--- config.mk ---
export PLATFORM = sky130hd
export DESIGN_NAME = issue_top
export DESIGN_NICKNAME = d
export VERILOG_FILES = /design/src/core_cfg_pkg.sv /design/src/issue_pkg.sv /design/src/issue_decoder.sv /design/src/long_op_scoreboard.sv /design/src/long_op_exec.sv /design/src/issue_top.sv
export SDC_FILE = /design/constraint.sdc
export NUM_CORES = 1
export LEC_CHECK = 0
export ABC_AREA = 1
export BUFFER_PORTS_ARGS = -buffer_cell sky130_fd_sc_hd__buf_4
export CAP_MARGIN = 20
export CORE_MARGIN = 2
export CORE_UTILIZATION = 42
export DETAILED_ROUTE_END_ITERATION = 10
export GPL_ROUTABILITY_DRIVEN = 0
export GPL_TIMING_DRIVEN = 1
export PLACE_DENSITY_LB_ADDON = 0.12
export SLEW_MARGIN = 40
export SYNTH_ARGS = -nofsm -noshare
export SYNTH_HDL_FRONTEND = slang
export SYNTH_SLANG_ARGS = --single-unit
--- constraint.sdc ---
create_clock -name clk -period 5.2 [get_ports clk]
set_clock_uncertainty 0.2 [all_clocks]
set_input_delay 1.04 -clock clk [delete_from_list [all_inputs] [get_ports clk]]
set_output_delay 1.04 -clock clk [all_outputs]
set_load 0.01 [all_outputs]
--- src/core_cfg_pkg.sv ---
// core sizing constants and per-unit execution latencies
package core_cfg_pkg;

    // register file addressing
    localparam int REG_ADDR_W = 5;   // x0..x31

    // scoreboard sizing, one slot per issue credit
    localparam int SLOT_NUM    = 8;
    localparam int COMMIT_ID_W = $clog2(SLOT_NUM);   // 3 bits for 8 slots

    // countdown width in the exec block, must hold the longest latency
    localparam int LAT_W = 3;

    // cycles from dispatch edge to commit, per unit
    localparam logic [LAT_W-1:0] LAT_ALU = 3'd2;   // bypass alu op
    localparam logic [LAT_W-1:0] LAT_MUL = 3'd3;
    localparam logic [LAT_W-1:0] LAT_DIV = 3'd6;   // longest one
    localparam logic [LAT_W-1:0] LAT_CSR = 3'd1;

endpackage

--- src/issue_pkg.sv ---
// instruction word union, opcodes, exec type, issue/dispatch/commit/forwarding structs
package issue_pkg;

    // rv32 major opcodes that reach the long-op path
    localparam logic [6:0] OPC_OP     = 7'b0110011;
    localparam logic [6:0] OPC_OP_IMM = 7'b0010011;
    localparam logic [6:0] OPC_SYSTEM = 7'b1110011;
    localparam logic [6:0] FUNCT7_MULDIV = 7'b0000001;   // m extension marker

    // bit 1 clear means the type may use the alu bypass
    typedef enum logic [1:0] {
        EXEC_ALU = 2'b00,
        EXEC_MUL = 2'b01,
        EXEC_DIV = 2'b10,
        EXEC_CSR = 2'b11
    } exec_type_e;

    // r-type view, used for OP and MUL/DIV
    typedef struct packed {
        logic [6:0]                        funct7;
        logic [core_cfg_pkg::REG_ADDR_W-1:0] rs2;
        logic [core_cfg_pkg::REG_ADDR_W-1:0] rs1;
        logic [2:0]                        funct3;
        logic [core_cfg_pkg::REG_ADDR_W-1:0] rd;
        logic [6:0]                        opcode;
    } r_fields_t;

    // i-type view, used for OP-IMM and CSR
    typedef struct packed {
        logic [11:0]                       imm12;
        logic [core_cfg_pkg::REG_ADDR_W-1:0] rs1;
        logic [2:0]                        funct3;
        logic [core_cfg_pkg::REG_ADDR_W-1:0] rd;
        logic [6:0]                        opcode;
    } i_fields_t;

    typedef union packed {
        r_fields_t r_fields;
        i_fields_t i_fields;
    } inst_word_u;

    // decoder -> scoreboard
    typedef struct packed {
        logic                              valid;
        logic [core_cfg_pkg::REG_ADDR_W-1:0] rd;
        logic [core_cfg_pkg::REG_ADDR_W-1:0] rs1;
        logic [core_cfg_pkg::REG_ADDR_W-1:0] rs2;
        logic                              rd_we;
        logic                              rs1_re;
        logic                              rs2_re;
        exec_type_e                        exec_type;
    } issue_req_t;

    // scoreboard -> exec
    typedef struct packed {
        logic                               valid;
        logic [core_cfg_pkg::COMMIT_ID_W-1:0] commit_id;
        logic [core_cfg_pkg::REG_ADDR_W-1:0]  rd;
        exec_type_e                         exec_type;
    } dispatch_t;

    // exec -> scoreboard and top output
    typedef struct packed {
        logic                               valid;
        logic [core_cfg_pkg::COMMIT_ID_W-1:0] commit_id;
        logic [core_cfg_pkg::REG_ADDR_W-1:0]  rd;
        exec_type_e                         exec_type;
    } commit_t;

    // operand forwarding, one flag per unit and source
    typedef struct packed {
        logic alu_op1;
        logic alu_op2;
        logic mul_op1;
        logic mul_op2;
        logic div_op1;
        logic div_op2;
        logic csr_op1;
    } fwd_flags_t;

endpackage

--- src/issue_decoder.sv ---
// issue_decoder: holding register and instruction decode into an issue request
`timescale 1ns/1ps

module issue_decoder (
    input  logic                   clk,
    input  logic                   rst_n,
    input  issue_pkg::inst_word_u  inst_i,
    input  logic                   inst_valid_i,
    output logic                   inst_ready_o,
    input  logic                   stall_i,
    output issue_pkg::issue_req_t  req_o
);

    issue_pkg::inst_word_u inst_q;   // held word
    logic                  valid_q;
    logic                  is_muldiv;

    // free slot, or the held request leaves this cycle
    assign inst_ready_o = !valid_q || !stall_i;

    always_ff @(posedge clk or negedge rst_n) begin
        if (!rst_n) begin
            valid_q <= 1'b0;
        end else if (inst_ready_o) begin
            valid_q <= inst_valid_i;   // load or drain
        end
    end

    always_ff @(posedge clk) begin
        if (inst_valid_i && inst_ready_o) begin
            inst_q <= inst_i;
        end
    end

    assign is_muldiv = (inst_q.r_fields.funct7 == issue_pkg::FUNCT7_MULDIV);

    always_comb begin
        req_o = '0;
        case (inst_q.r_fields.opcode)
            issue_pkg::OPC_OP: begin   // register-register, r view
                req_o.valid  = valid_q;
                req_o.rd     = inst_q.r_fields.rd;
                req_o.rs1    = inst_q.r_fields.rs1;
                req_o.rs2    = inst_q.r_fields.rs2;
                req_o.rd_we  = 1'b1;
                req_o.rs1_re = 1'b1;
                req_o.rs2_re = 1'b1;
                if (is_muldiv) begin
                    // funct3 0..3 mul family, 4..7 div/rem
                    req_o.exec_type = inst_q.r_fields.funct3[2] ? issue_pkg::EXEC_DIV
                                                                : issue_pkg::EXEC_MUL;
                end else begin
                    req_o.exec_type = issue_pkg::EXEC_ALU;
                end
            end
            issue_pkg::OPC_OP_IMM: begin   // immediate alu, i view
                req_o.valid     = valid_q;
                req_o.rd        = inst_q.i_fields.rd;
                req_o.rs1       = inst_q.i_fields.rs1;
                req_o.rd_we     = 1'b1;
                req_o.rs1_re    = 1'b1;
                req_o.exec_type = issue_pkg::EXEC_ALU;
            end
            issue_pkg::OPC_SYSTEM: begin
                // csr access reads rs1 only
                req_o.valid     = valid_q;
                req_o.rd        = inst_q.i_fields.rd;
                req_o.rs1       = inst_q.i_fields.rs1;
                req_o.rd_we     = 1'b1;
                req_o.rs1_re    = 1'b1;
                req_o.exec_type = issue_pkg::EXEC_CSR;
            end
            default: ;   // not a long op, request stays invalid and drains
        endcase
    end

endmodule

--- src/long_op_scoreboard.sv ---
// long_op_scoreboard: in-flight slot table, raw/waw stall, id allocation, forwarding flags
`timescale 1ns/1ps

module long_op_scoreboard (
    input  logic                  clk,
    input  logic                  rst_n,
    input  issue_pkg::issue_req_t req_i,
    input  issue_pkg::commit_t    commit_i,
    output logic                  stall_o,
    output issue_pkg::dispatch_t  dispatch_o,
    output issue_pkg::fwd_flags_t fwd_o,
    output logic                  lock_o
);

    // slot table, the valid vector doubles as the credit pool
    logic [core_cfg_pkg::SLOT_NUM-1:0]   slot_valid_q;
    logic [core_cfg_pkg::REG_ADDR_W-1:0] slot_rd_q   [core_cfg_pkg::SLOT_NUM];
    issue_pkg::exec_type_e               slot_type_q [core_cfg_pkg::SLOT_NUM];

    // most recent alu writer, masked out of raw for bypass types
    logic [core_cfg_pkg::SLOT_NUM-1:0]    alu_mask_q;    // 0 bit = masked
    logic [core_cfg_pkg::COMMIT_ID_W-1:0] alu_mask_id_q;

    logic [core_cfg_pkg::SLOT_NUM-1:0] live;      // valid and not committing now
    logic [core_cfg_pkg::SLOT_NUM-1:0] rs1_vec;
    logic [core_cfg_pkg::SLOT_NUM-1:0] rs2_vec;
    logic [core_cfg_pkg::SLOT_NUM-1:0] raw_vec;
    logic [core_cfg_pkg::SLOT_NUM-1:0] waw_vec;
    logic                              raw_hit;
    logic                              waw_hit;
    logic                              full;
    logic                              accept;
    logic [core_cfg_pkg::COMMIT_ID_W-1:0] free_id;

    genvar g;
    generate
        for (g = 0; g < core_cfg_pkg::SLOT_NUM; g++) begin : g_slot
            // committing slot drops out of the checks in the same cycle
            assign live[g] = slot_valid_q[g] &&
                !(commit_i.valid && commit_i.commit_id == core_cfg_pkg::COMMIT_ID_W'(g));
            assign rs1_vec[g] = live[g] && req_i.rs1_re && (req_i.rs1 == slot_rd_q[g]);
            assign rs2_vec[g] = live[g] && req_i.rs2_re && (req_i.rs2 == slot_rd_q[g]);
            // same rd in the same unit retires in order, so no waw there
            assign waw_vec[g] = live[g] && req_i.rd_we && (req_i.rd == slot_rd_q[g]) &&
                                (slot_type_q[g] != req_i.exec_type);
        end
    endgenerate

    assign raw_vec = (rs1_vec | rs2_vec) &
                     (req_i.exec_type[1] ? '1 : alu_mask_q);   // bypassable types use mask
    assign raw_hit = |raw_vec;
    assign waw_hit = |waw_vec;
    assign full    = &slot_valid_q;   // no credit left

    assign stall_o = req_i.valid && (raw_hit || waw_hit || full);
    assign accept  = req_i.valid && !stall_o;

    // lowest free slot wins
    always_comb begin
        free_id = '0;
        for (int i = core_cfg_pkg::SLOT_NUM - 1; i >= 0; i--) begin
            if (!slot_valid_q[i]) begin
                free_id = core_cfg_pkg::COMMIT_ID_W'(i);
            end
        end
    end

    always_comb begin
        dispatch_o.valid     = accept;
        dispatch_o.commit_id = free_id;
        dispatch_o.rd        = req_i.rd;
        dispatch_o.exec_type = req_i.exec_type;
    end

    always_ff @(posedge clk or negedge rst_n) begin
        if (!rst_n) begin
            slot_valid_q <= '0;
        end else begin
            if (commit_i.valid) begin
                slot_valid_q[commit_i.commit_id] <= 1'b0;   // credit back
            end
            if (accept) begin
                slot_valid_q[free_id] <= 1'b1;   // never the committing slot
            end
        end
    end

    always_ff @(posedge clk) begin
        if (accept) begin
            slot_rd_q[free_id]   <= req_i.rd;
            slot_type_q[free_id] <= req_i.exec_type;
        end
    end

    always_ff @(posedge clk or negedge rst_n) begin
        if (!rst_n) begin
            alu_mask_q    <= '1;
            alu_mask_id_q <= '0;
        end else begin
            if (commit_i.valid && commit_i.commit_id == alu_mask_id_q) begin
                alu_mask_q <= '1;   // writer gone
            end
            // a new alu writer takes over the mask
            if (accept && req_i.exec_type == issue_pkg::EXEC_ALU && req_i.rd_we) begin
                alu_mask_q    <= ~(core_cfg_pkg::SLOT_NUM'(1) << free_id);
                alu_mask_id_q <= free_id;
            end
        end
    end

    // forwarding ignores the bypass mask
    always_comb begin
        fwd_o         = '0;
        fwd_o.alu_op1 = req_i.valid && req_i.exec_type == issue_pkg::EXEC_ALU && |rs1_vec;
        fwd_o.alu_op2 = req_i.valid && req_i.exec_type == issue_pkg::EXEC_ALU && |rs2_vec;
        fwd_o.mul_op1 = req_i.valid && req_i.exec_type == issue_pkg::EXEC_MUL && |rs1_vec;
        fwd_o.mul_op2 = req_i.valid && req_i.exec_type == issue_pkg::EXEC_MUL && |rs2_vec;
        fwd_o.div_op1 = req_i.valid && req_i.exec_type == issue_pkg::EXEC_DIV && |rs1_vec;
        fwd_o.div_op2 = req_i.valid && req_i.exec_type == issue_pkg::EXEC_DIV && |rs2_vec;
        fwd_o.csr_op1 = req_i.valid && req_i.exec_type == issue_pkg::EXEC_CSR && |rs1_vec;
    end

    assign lock_o = |slot_valid_q;   // anything still in flight

endmodule

--- src/long_op_exec.sv ---
// long_op_exec: per-slot latency countdown and in-order-by-id commit emission
`timescale 1ns/1ps

module long_op_exec (
    input  logic                 clk,
    input  logic                 rst_n,
    input  issue_pkg::dispatch_t dispatch_i,
    output issue_pkg::commit_t   commit_o
);

    logic [core_cfg_pkg::SLOT_NUM-1:0]   busy_q;    // counting down
    logic [core_cfg_pkg::SLOT_NUM-1:0]   ready_q;   // finished, waiting to commit
    logic [core_cfg_pkg::LAT_W-1:0]      cnt_q  [core_cfg_pkg::SLOT_NUM];
    logic [core_cfg_pkg::REG_ADDR_W-1:0] rd_q   [core_cfg_pkg::SLOT_NUM];
    issue_pkg::exec_type_e               type_q [core_cfg_pkg::SLOT_NUM];
    logic [core_cfg_pkg::COMMIT_ID_W-1:0] sel_id;

    function automatic logic [core_cfg_pkg::LAT_W-1:0] lat_of(
        input issue_pkg::exec_type_e t
    );
        case (t)
            issue_pkg::EXEC_ALU: lat_of = core_cfg_pkg::LAT_ALU;
            issue_pkg::EXEC_MUL: lat_of = core_cfg_pkg::LAT_MUL;
            issue_pkg::EXEC_DIV: lat_of = core_cfg_pkg::LAT_DIV;
            default:             lat_of = core_cfg_pkg::LAT_CSR;
        endcase
    endfunction

    // lowest finished id first
    always_comb begin
        sel_id = '0;
        for (int i = core_cfg_pkg::SLOT_NUM - 1; i >= 0; i--) begin
            if (ready_q[i]) begin
                sel_id = core_cfg_pkg::COMMIT_ID_W'(i);
            end
        end
    end

    always_comb begin
        commit_o.valid     = |ready_q;
        commit_o.commit_id = sel_id;
        commit_o.rd        = rd_q[sel_id];
        commit_o.exec_type = type_q[sel_id];
    end

    // loaded at dispatch edge, ready lands exactly lat edges later
    always_ff @(posedge clk or negedge rst_n) begin
        if (!rst_n) begin
            busy_q  <= '0;
            ready_q <= '0;
            for (int i = 0; i < core_cfg_pkg::SLOT_NUM; i++) begin
                cnt_q[i] <= '0;
            end
        end else begin
            for (int i = 0; i < core_cfg_pkg::SLOT_NUM; i++) begin
                if (dispatch_i.valid &&
                    dispatch_i.commit_id == core_cfg_pkg::COMMIT_ID_W'(i)) begin
                    busy_q[i] <= 1'b1;
                    cnt_q[i]  <= lat_of(dispatch_i.exec_type);
                end else if (busy_q[i]) begin
                    if (cnt_q[i] == core_cfg_pkg::LAT_W'(1)) begin
                        busy_q[i]  <= 1'b0;
                        ready_q[i] <= 1'b1;   // done, queue for commit
                    end else begin
                        cnt_q[i] <= cnt_q[i] - 1'b1;
                    end
                end
                if (commit_o.valid && sel_id == core_cfg_pkg::COMMIT_ID_W'(i)) begin
                    ready_q[i] <= 1'b0;   // emitted this cycle
                end
            end
        end
    end

    always_ff @(posedge clk) begin
        if (dispatch_i.valid) begin
            rd_q[dispatch_i.commit_id]   <= dispatch_i.rd;
            type_q[dispatch_i.commit_id] <= dispatch_i.exec_type;
        end
    end

endmodule

--- src/issue_top.sv ---
// issue_top: decoder, scoreboard and exec block wired together
`timescale 1ns/1ps

module issue_top (
    input  logic                  clk,
    input  logic                  rst_n,
    input  issue_pkg::inst_word_u inst_i,
    input  logic                  inst_valid_i,
    output logic                  inst_ready_o,
    output logic                  stall_o,
    output issue_pkg::commit_t    commit_o,
    output issue_pkg::fwd_flags_t fwd_o,
    output logic                  lock_o
);

    issue_pkg::issue_req_t req;        // decoder -> scoreboard
    issue_pkg::dispatch_t  dispatch;   // scoreboard -> exec

    issue_decoder u_decoder (
        .clk          (clk),
        .rst_n        (rst_n),
        .inst_i       (inst_i),
        .inst_valid_i (inst_valid_i),
        .inst_ready_o (inst_ready_o),
        .stall_i      (stall_o),
        .req_o        (req)
    );

    long_op_scoreboard u_scoreboard (
        .clk        (clk),
        .rst_n      (rst_n),
        .req_i      (req),
        .commit_i   (commit_o),   // commit also frees the credit
        .stall_o    (stall_o),
        .dispatch_o (dispatch),
        .fwd_o      (fwd_o),
        .lock_o     (lock_o)
    );

    long_op_exec u_exec (
        .clk        (clk),
        .rst_n      (rst_n),
        .dispatch_i (dispatch),
        .commit_o   (commit_o)
    );

endmodule

==> results of run 1 <==
-- worst min-delay path: stages (launching register included) --
cell,delay (ns)
dfstp_2,0.37
nor2_1,0.09
nor2_1,0.04
-- synth_stat cells (all sizes together), types with 4 or more instances --
library cell | number | area, um^2
nor2 | 170 | 746
edfxtp | 86 | 2580
dfrtp | 52 | 1300
nand3b | 5 | 37.5
inv | 200 | 751
xnor2 | 5 | 43.8
dfstp | 8 | 210
o221ai | 6 | 52.6
buf | 15 | 95.1
or2 | 16 | 100
clkbuf | 7 | 26.3
ha | 16 | 200
o22ai | 9 | 56.3
nand3 | 122 | 641
o41ai | 5 | 43.8
nand2 | 506 | 1950
a21oi | 19 | 95.1
nand4 | 23 | 188
o21ai | 38 | 190
xor2 | 23 | 201
o211ai | 4 | 30.0
nor3 | 20 | 111
-- cell usage in the layout, fill, tap and decap left out, types with 3 or more instances in the layout --
cell type,n
a21oi_1,19
buf_4,65
clkbuf_16,20
dfrtp_1,52
dfstp_2,8
edfxtp_1,86
ha_1,16
inv_1,192
inv_2,8
nand2_1,491
nand2_2,12
nand2_4,3
nand3_1,116
nand3_2,6
nand3b_1,5
nand4_1,16
nand4_2,7
nor2_1,147
nor2_2,16
nor2_4,5
nor3_1,19
o2111ai_1,3
o211ai_1,4
o21ai_0,33
o21ai_1,5
o221ai_1,6
o22ai_1,9
o41ai_1,5
or2_2,16
xnor2_1,5
xor2_1,23
-- area by class of cell --
| cell class | instances | area share |
|---|---|---|
| multi-input cells | 1010 | 0.434 |
| flip-flops and latches | 146 | 0.364 |
| inverters | 200 | 0.0668 |
| clock buffers | 23 | 0.0473 |
| repair buffers | 66 | 0.0444 |
| well taps | 319 | 0.0355 |
| clock inverters | 8 | 0.00757 |
-- cell families after synthesis --
logic type | Yosys count | synth area share
flops | 146 | 0.416
fa+ha+maj | 16 | 0.0203
simple gates | 870 | 0.389
buf+inv | 222 | 0.0886
compound gates | 96 | 0.0613
xor+xnor | 28 | 0.0249
-- sequential cells by signal (all words and copies together), names as in the netlist, 8 cells and up --
| signal | flops |
|---|---|
| u_exec.cnt_q | 24 |
| u_scoreboard.alu_mask_q | 8 |
| u_exec.busy_q | 8 |
| u_exec.rd_q | 10 |
| u_scoreboard.slot_valid_q | 8 |
| u_decoder.inst_q | 30 |
| u_exec.type_q | 14 |
| u_scoreboard.slot_rd_q | 30 |
| u_exec.ready_q | 8 |
-- per-layer routing --
layer	track usage	part of all wire	vias up	wire length, um
li1	-	-	4543	-
met1	0.366	0.45	4363	14000
met2	0.410	0.45	396	13900
met3	0.0402	0.068	68	2120
met4	0.0978	0.032	0	980
met5	0	0	-	0
-- per-stage QoR --
stage	instance area, um^2	hold WS (ns)	setup slack [ns]	utilization
2_1_floorplan	9840	0.273	1.05	-
3_3_place_gp	10600	0.287	0.864	0.456
3_5_place_dp	10600	0.288	0.846	0.456
4_1_cts	11200	0.300	0.382	0.483
5_1_grt	11200	0.311	0.129	0.483
6_report	11200	0.300	0.362	0.483
-- worst max-delay path by stage --
stage | cells past startpoint | endpoint
2_1_floorplan | 17 | u_decoder.inst_q[0]$_DFFE_PP_
3_3_place_gp | 17 | stall_o
3_5_place_dp | 17 | stall_o
5_1_grt | 17 | stall_o
4_1_cts | 17 | stall_o
6_report | 12 | fwd_o[3]
-- power by group through the flow --
| stage | Combinational, uW | Clock [uW] | Sequential, uW |
|---|---|---|---|
| 4_1_cts | 462 | 1310 | 1400 |
| 3_5_place_dp | 460 | 0 | 1430 |
| 5_1_grt | 522 | 1370 | 1420 |
| 2_1_floorplan | 310 | 0 | 1400 |
| 3_3_place_gp | 454 | 0 | 1420 |
| 6_report | 462 | 1300 | 1410 |
==> flow_metrics.py, run 1 <==
metrics = {
    "status": {
        "status": "finished, final reports clean",
    },
    "setup_path": {
        "required_ns": 3.96,
        "crit_arrival_ns": 3.60,
        "crit_family": "simple AND/OR/NAND/NOR gates",
        "r2r-start": "u_exec.ready_q[0]$_DFFE_PN0P_",
        "crit_chain": "nor2_2 -> nand2_1 -> nor2_2 -> inv_2 -> nor2_2 -> nor2_1 -> o2111ai_1 -> o31ai_1 -> nor2_1 -> nor3b_1 -> nor2_1 -> buf_4",
        "r2r_slack_ns": 1.11,
        "cp-startpoint": "u_exec.ready_q[0]$_DFFE_PN0P_",
        "endpoint_kind": "output port",
        "slowest_delay_ns": 0.58,
        "reg2reg_to": "u_scoreboard.slot_rd_q[0][4]$_DFFE_PP_",
        "path_max_fanout": 11,
        "path_class": "reg -> out",
        "crit_path_top_delay_cell": "nor3b_1",
        "reg2reg_depth": 15,
        "critPathBufInv": 2,
        "worstSetupStartpointType": "flop",
    },
    "route": {
        "routed_wl_um": 31000,
        "drc": 0,
        "first_pass_iters": 5,
        "post_drt_via_cell_ratio": 5.29,
        "final_antenna_net_count": 0,
        "num_vias": 9370,
        "drt_iter0_markers": 924,
        "avgRoutedWirePerCell_um": 17.5,
    },
    "synth": {
        "synthesis.area_um2": 9840,
        "async_flop_share": 0.411,
        "synth.avg_cell_area_um2": 7.14,
        "synth_edf_count": 86,
        "synth_nets": 1429,
        "synth_flop_cell": "edfxtp_1",
        "synth_cell_type_count": 51,
        "seq_area_frac_synth": 0.416,
        "yosys_warnings": 0,
        "synth_seq_cells": 146,
        "syn_inst": 1378,
    },
    "place": {
        "post-place-cells": 1741,
        "hpwl_um": 23700,
        "io_buffers": 53,
    },
    "power_and_ir_drop": {
        "combinationalPowerShare": 0.146,
        "internal_power_uw": 2280,
        "p_total_uw": 3160,
        "irDropWorstVdd_mv": 0.211,
        "swShare": 0.279,
        "p_clk_frac": 0.410,
        "power_density_nw_per_um2": 281,
        "p_sw_uw": 882,
        "cellLeakagePower_uw": 0.00579,
        "p_seq_frac": 0.444,
    },
    "clocking": {
        "ctsRootBufferMaster": "clkbuf_16",
        "cts_resized": 0,
        "cts_tree": "built",
        "h-tree-depth": 4,
        "cts_buffers": 17,
        "post_cts_buffers": 0,
        "cts_buffer_depth": 2,
        "cts.reportedPaths.clkPinSlew_ns": 0.06,
        "cts_sinks": 146,
        "clk_latency_ns": 0.43,
        "hold_buffers": 0,
    },
    "die": {
        "num_rows": 56,
        "core_um2": 23300,
        "die_w_um": 157,
        "start_util": 0.423,
        "io_pins": 56,
        "dieArea_um2": 24700,
        "die_height_um": 157,
    },
    "finish": {
        "fin_cells": 1772,
        "layout-drive-gt1-share": 0.125,
        "ff_latch_area_um2": 4090,
        "fill_cells": 2373,
        "multi_input_area_um2": 4880,
        "fin_nets": 1492,
        "n_antenna_cell": 0,
        "area_growth_pct": 14.2,
    },
    "global_routing": {
        "antenna_found_initial": 0,
        "grt_max_degree": 61,
        "first_global_vias": 8791,
        "grt_pass1_wl_um": 48500,
        "overflow": 0,
        "grtUsageTotal": 0.262,
    },
    "min_path": {
        "min_from": "u_scoreboard.alu_mask_q[3]$_DFFE_PN1P_",
        "holdCritPathClass": "reg -> reg",
        "hold-path-cell-count": 2,
        "hold_end": "u_scoreboard.alu_mask_q[3]$_DFFE_PN1P_",
    },
    "timing": {
        "period_needed_ns": 4.84,
        "worst_slew_pin_slew_ns": 0.688,
        "finalCritPeriodShare": 0.930,
        "drv_slew": 0,
        "setup_viol": 0,
        "tns_ns": 0,
        "max_freq_ghz": 0.207,
        "hold_viol_final": 0,
        "rsz0062_at_grt": "false",
        "slew_headroom": 0.541,
    },
    "job": {
        "maxCapViolCount": 0,
    },
}
No activity file was read; power rests on OpenSTA's default activity.
==> run 2: changes to the inputs <==
- CORE_MARGIN: 2 -> default
- CORE_UTILIZATION: 42 -> 50
- MAX_ROUTING_LAYER: default -> met4
==> run 2 against run 1 <==
Compared with the run above:
- first-iteration DRC count is 42% higher
- sequential share of layout area barely moved
- flip-flop and latch count unchanged
- core utilization grew 11 points
- largest power group unchanged
- setup slack lost 0.10 ns
- fmax down 2.1%
- final area hardly changed
- critical path type unchanged
==> flow_metrics.py, run 2 (synthesized netlist as in run 1, its figures left out) <==
metrics = {
    "power_and_ir_drop": {
        "cellLeakagePower_uw": 0.00582,
        "combinationalPowerShare": 0.144,
        "p_clk_frac": 0.422,
        "swShare": 0.279,
        "internal_power_uw": 2330,
        "p_seq_frac": 0.434,
        "irDropWorstVdd_mv": 0.257,
        "p_sw_uw": 902,
        "power_density_nw_per_um2": 288,
    },
    "die": {
        "io_pins": 56,
        "die_w_um": 142,
        "core_um2": 19000,
        "start_util": 0.518,
        "die_height_um": 142,
        "dieArea_um2": 20300,
        "num_rows": 50,
    },
    "finish": {
        "fin_cells": 1718,
        "layout-drive-gt1-share": 0.128,
        "reg_top3": "u_decoder.inst_q: 30 flops, u_scoreboard.slot_rd_q: 30 flops, u_exec.cnt_q: 24 flops",
        "final_common_cell": "nand2_1",
        "area_growth_pct": 14.1,
        "fin_nets": 1496,
        "layout_common_cells": "nand2_1 (491), inv_1 (192), nor2_1 (147)",
        "n_antenna_cell": 0,
    },
    "timing": {
        "drv_slew": 0,
        "period_needed_ns": 4.94,
        "setup_viol": 0,
        "max_freq_ghz": 0.202,
        "slew_headroom": 0.429,
        "rsz0062_at_grt": "false",
        "tns_ns": 0,
        "hold_ws_ns": 0.298,
        "hold_viol_final": 0,
        "fin_ws_ns": 0.259,
        "worst_slew_pin_slew_ns": 0.851,
        "finalCritPeriodShare": 0.950,
    },
    "route": {
        "drt_iter0_markers": 1314,
        "wl_met2_um": 13100,
        "first_pass_iters": 6,
        "routed.top_layer": "met4",
        "num_vias": 9522,
        "wl_met3_um": 2620,
        "post_drt_via_cell_ratio": 5.54,
        "drc": 0,
        "routed_wl_um": 30200,
        "avgRoutedWirePerCell_um": 17.6,
        "final_antenna_net_count": 0,
        "drt-met1-wl_um": 13200,
    },
    "setup_path": {
        "crit_path_top_delay_cell": "nor3b_1",
        "crit_family": "simple AND/OR/NAND/NOR gates",
        "crit_arrival_ns": 3.70,
        "critPathBufInv": 2,
        "reg2reg_depth": 16,
        "r2r_slack_ns": 1.11,
        "cp.depth": 12,
        "cp-startpoint": "u_exec.ready_q[0]$_DFFE_PN0P_",
        "endpoint_kind": "output port",
        "required_ns": 3.96,
        "r2r-start": "u_exec.ready_q[0]$_DFFE_PN0P_",
        "path_class": "reg -> out",
        "worstSetupStartpointType": "flop",
        "crit_end": "fwd_o[5]",
        "slowest_delay_ns": 0.62,
        "crit_chain": "nor2_2 -> nand2_1 -> nor2_2 -> inv_2 -> nor2_2 -> nor2_1 -> o2111ai_1 -> o31ai_1 -> nor2_1 -> nor3b_1 -> nor2_1 -> buf_4",
        "path_max_fanout": 11,
        "reg2reg_to": "u_decoder.inst_q[24]$_DFFE_PP_",
    },
    "clocking": {
        "h-tree-depth": 4,
        "cts_buffers": 17,
        "cts_sinks": 146,
        "cts_resized": 0,
        "cts_buffer_depth": 2,
        "cts_tree": "built",
        "post_cts_buffers": 0,
        "cts.reportedPaths.clkPinSlew_ns": 0.06,
        "ctsRootBufferMaster": "clkbuf_16",
        "hold_buffers": 0,
        "clk_latency_ns": 0.45,
    },
    "place": {
        "hpwl_um": 22700,
        "post-place-cells": 1686,
        "pre_cts_ws_ns": 0.911,
        "io_buffers": 53,
    },
    "min_path": {
        "holdCritPathClass": "reg -> reg",
    },
    "status": {
        "status": "finished, final reports clean",
    },
    "job": {
        "maxCapViolCount": 0,
    },
    "global_routing": {
        "grt_pass1_wl_um": 46700,
        "grtUsageTotal": 0.322,
        "antenna_found_initial": 0,
        "first_global_vias": 8658,
        "grt_max_degree": 61,
        "overflow": 0,
    },
}
run 2: cell count changes in the layout (fill, tap and decap cells not counted), sizes merged:
| cell | previous run | this run |
|---|---|---|
| bufinv | 1 | 2 |
| clkinv | 3 | 1 |
| inv | 204 | 207 |
| buf | 66 | 70 |
| clkbuf | 23 | 22 |
run 2: metal layers:
metal  GRT usage  vias to the layer above
met5           -                        -
met4       0.153                        0
met3      0.0495                      101
met2       0.471                      492
met1       0.437                     4387
li1            -                     4542
run 2: power by group through the flow:
stage          Combinational [uW]  Clock (uW)  Sequential (uW)
2_1_floorplan                 310           0             1400
3_3_place_gp                  450           0             1420
3_5_place_dp                  461           0             1420
4_1_cts                       465        1370             1400
5_1_grt                       528        1410             1410
6_report                      467        1360             1400
run 2: area by class of cell:
cell class	instances	area (um^2)
multi-input combinational	1010	4880
clock inverter	10	128
clock buffer	22	522
inverter	200	751
tap	260	325
fill	1836	7780
sequential	146	4090
timing repair buffer	70	529
run 2: worst min-delay path by stage:
| stage | startpoint | to | slack (ns) | cells past startpoint |
|---|---|---|---|---|
| 2_1_floorplan | u_scoreboard.alu_mask_id_q[0]$_DFFE_PN0N_ | u_scoreboard.alu_mask_id_q[0]$_DFFE_PN0N_ | 0.27 | 2 |
| 3_3_place_gp | u_scoreboard.alu_mask_q[6]$_DFFE_PN1P_ | u_scoreboard.alu_mask_q[6]$_DFFE_PN1P_ | 0.29 | 2 |
| 3_5_place_dp | u_scoreboard.alu_mask_q[1]$_DFFE_PN1P_ | u_scoreboard.alu_mask_q[1]$_DFFE_PN1P_ | 0.29 | 2 |
| 4_1_cts | u_scoreboard.alu_mask_q[1]$_DFFE_PN1P_ | u_scoreboard.alu_mask_q[1]$_DFFE_PN1P_ | 0.30 | 2 |
| 5_1_grt | u_scoreboard.alu_mask_q[2]$_DFFE_PN1P_ | u_scoreboard.alu_mask_q[2]$_DFFE_PN1P_ | 0.32 | 2 |
| 6_report | u_scoreboard.alu_mask_q[4]$_DFFE_PN1P_ | u_scoreboard.alu_mask_q[4]$_DFFE_PN1P_ | 0.30 | 2 |
run 2: tightest hold or removal path, delay by kind of cell (launching register included):
family / cells / cell delay (ns)
flops: 1 / 0.37
simple gates: 2 / 0.13
run 2: through the flow:
stage	power, uW	util	cell area, um^2
2_1_floorplan	1710	-	9840
6_report	3230	0.591	11200
3_3_place_gp	1870	0.556	10600
5_1_grt	3350	0.591	11200
4_1_cts	3230	0.590	11200
3_5_place_dp	1880	0.556	10600
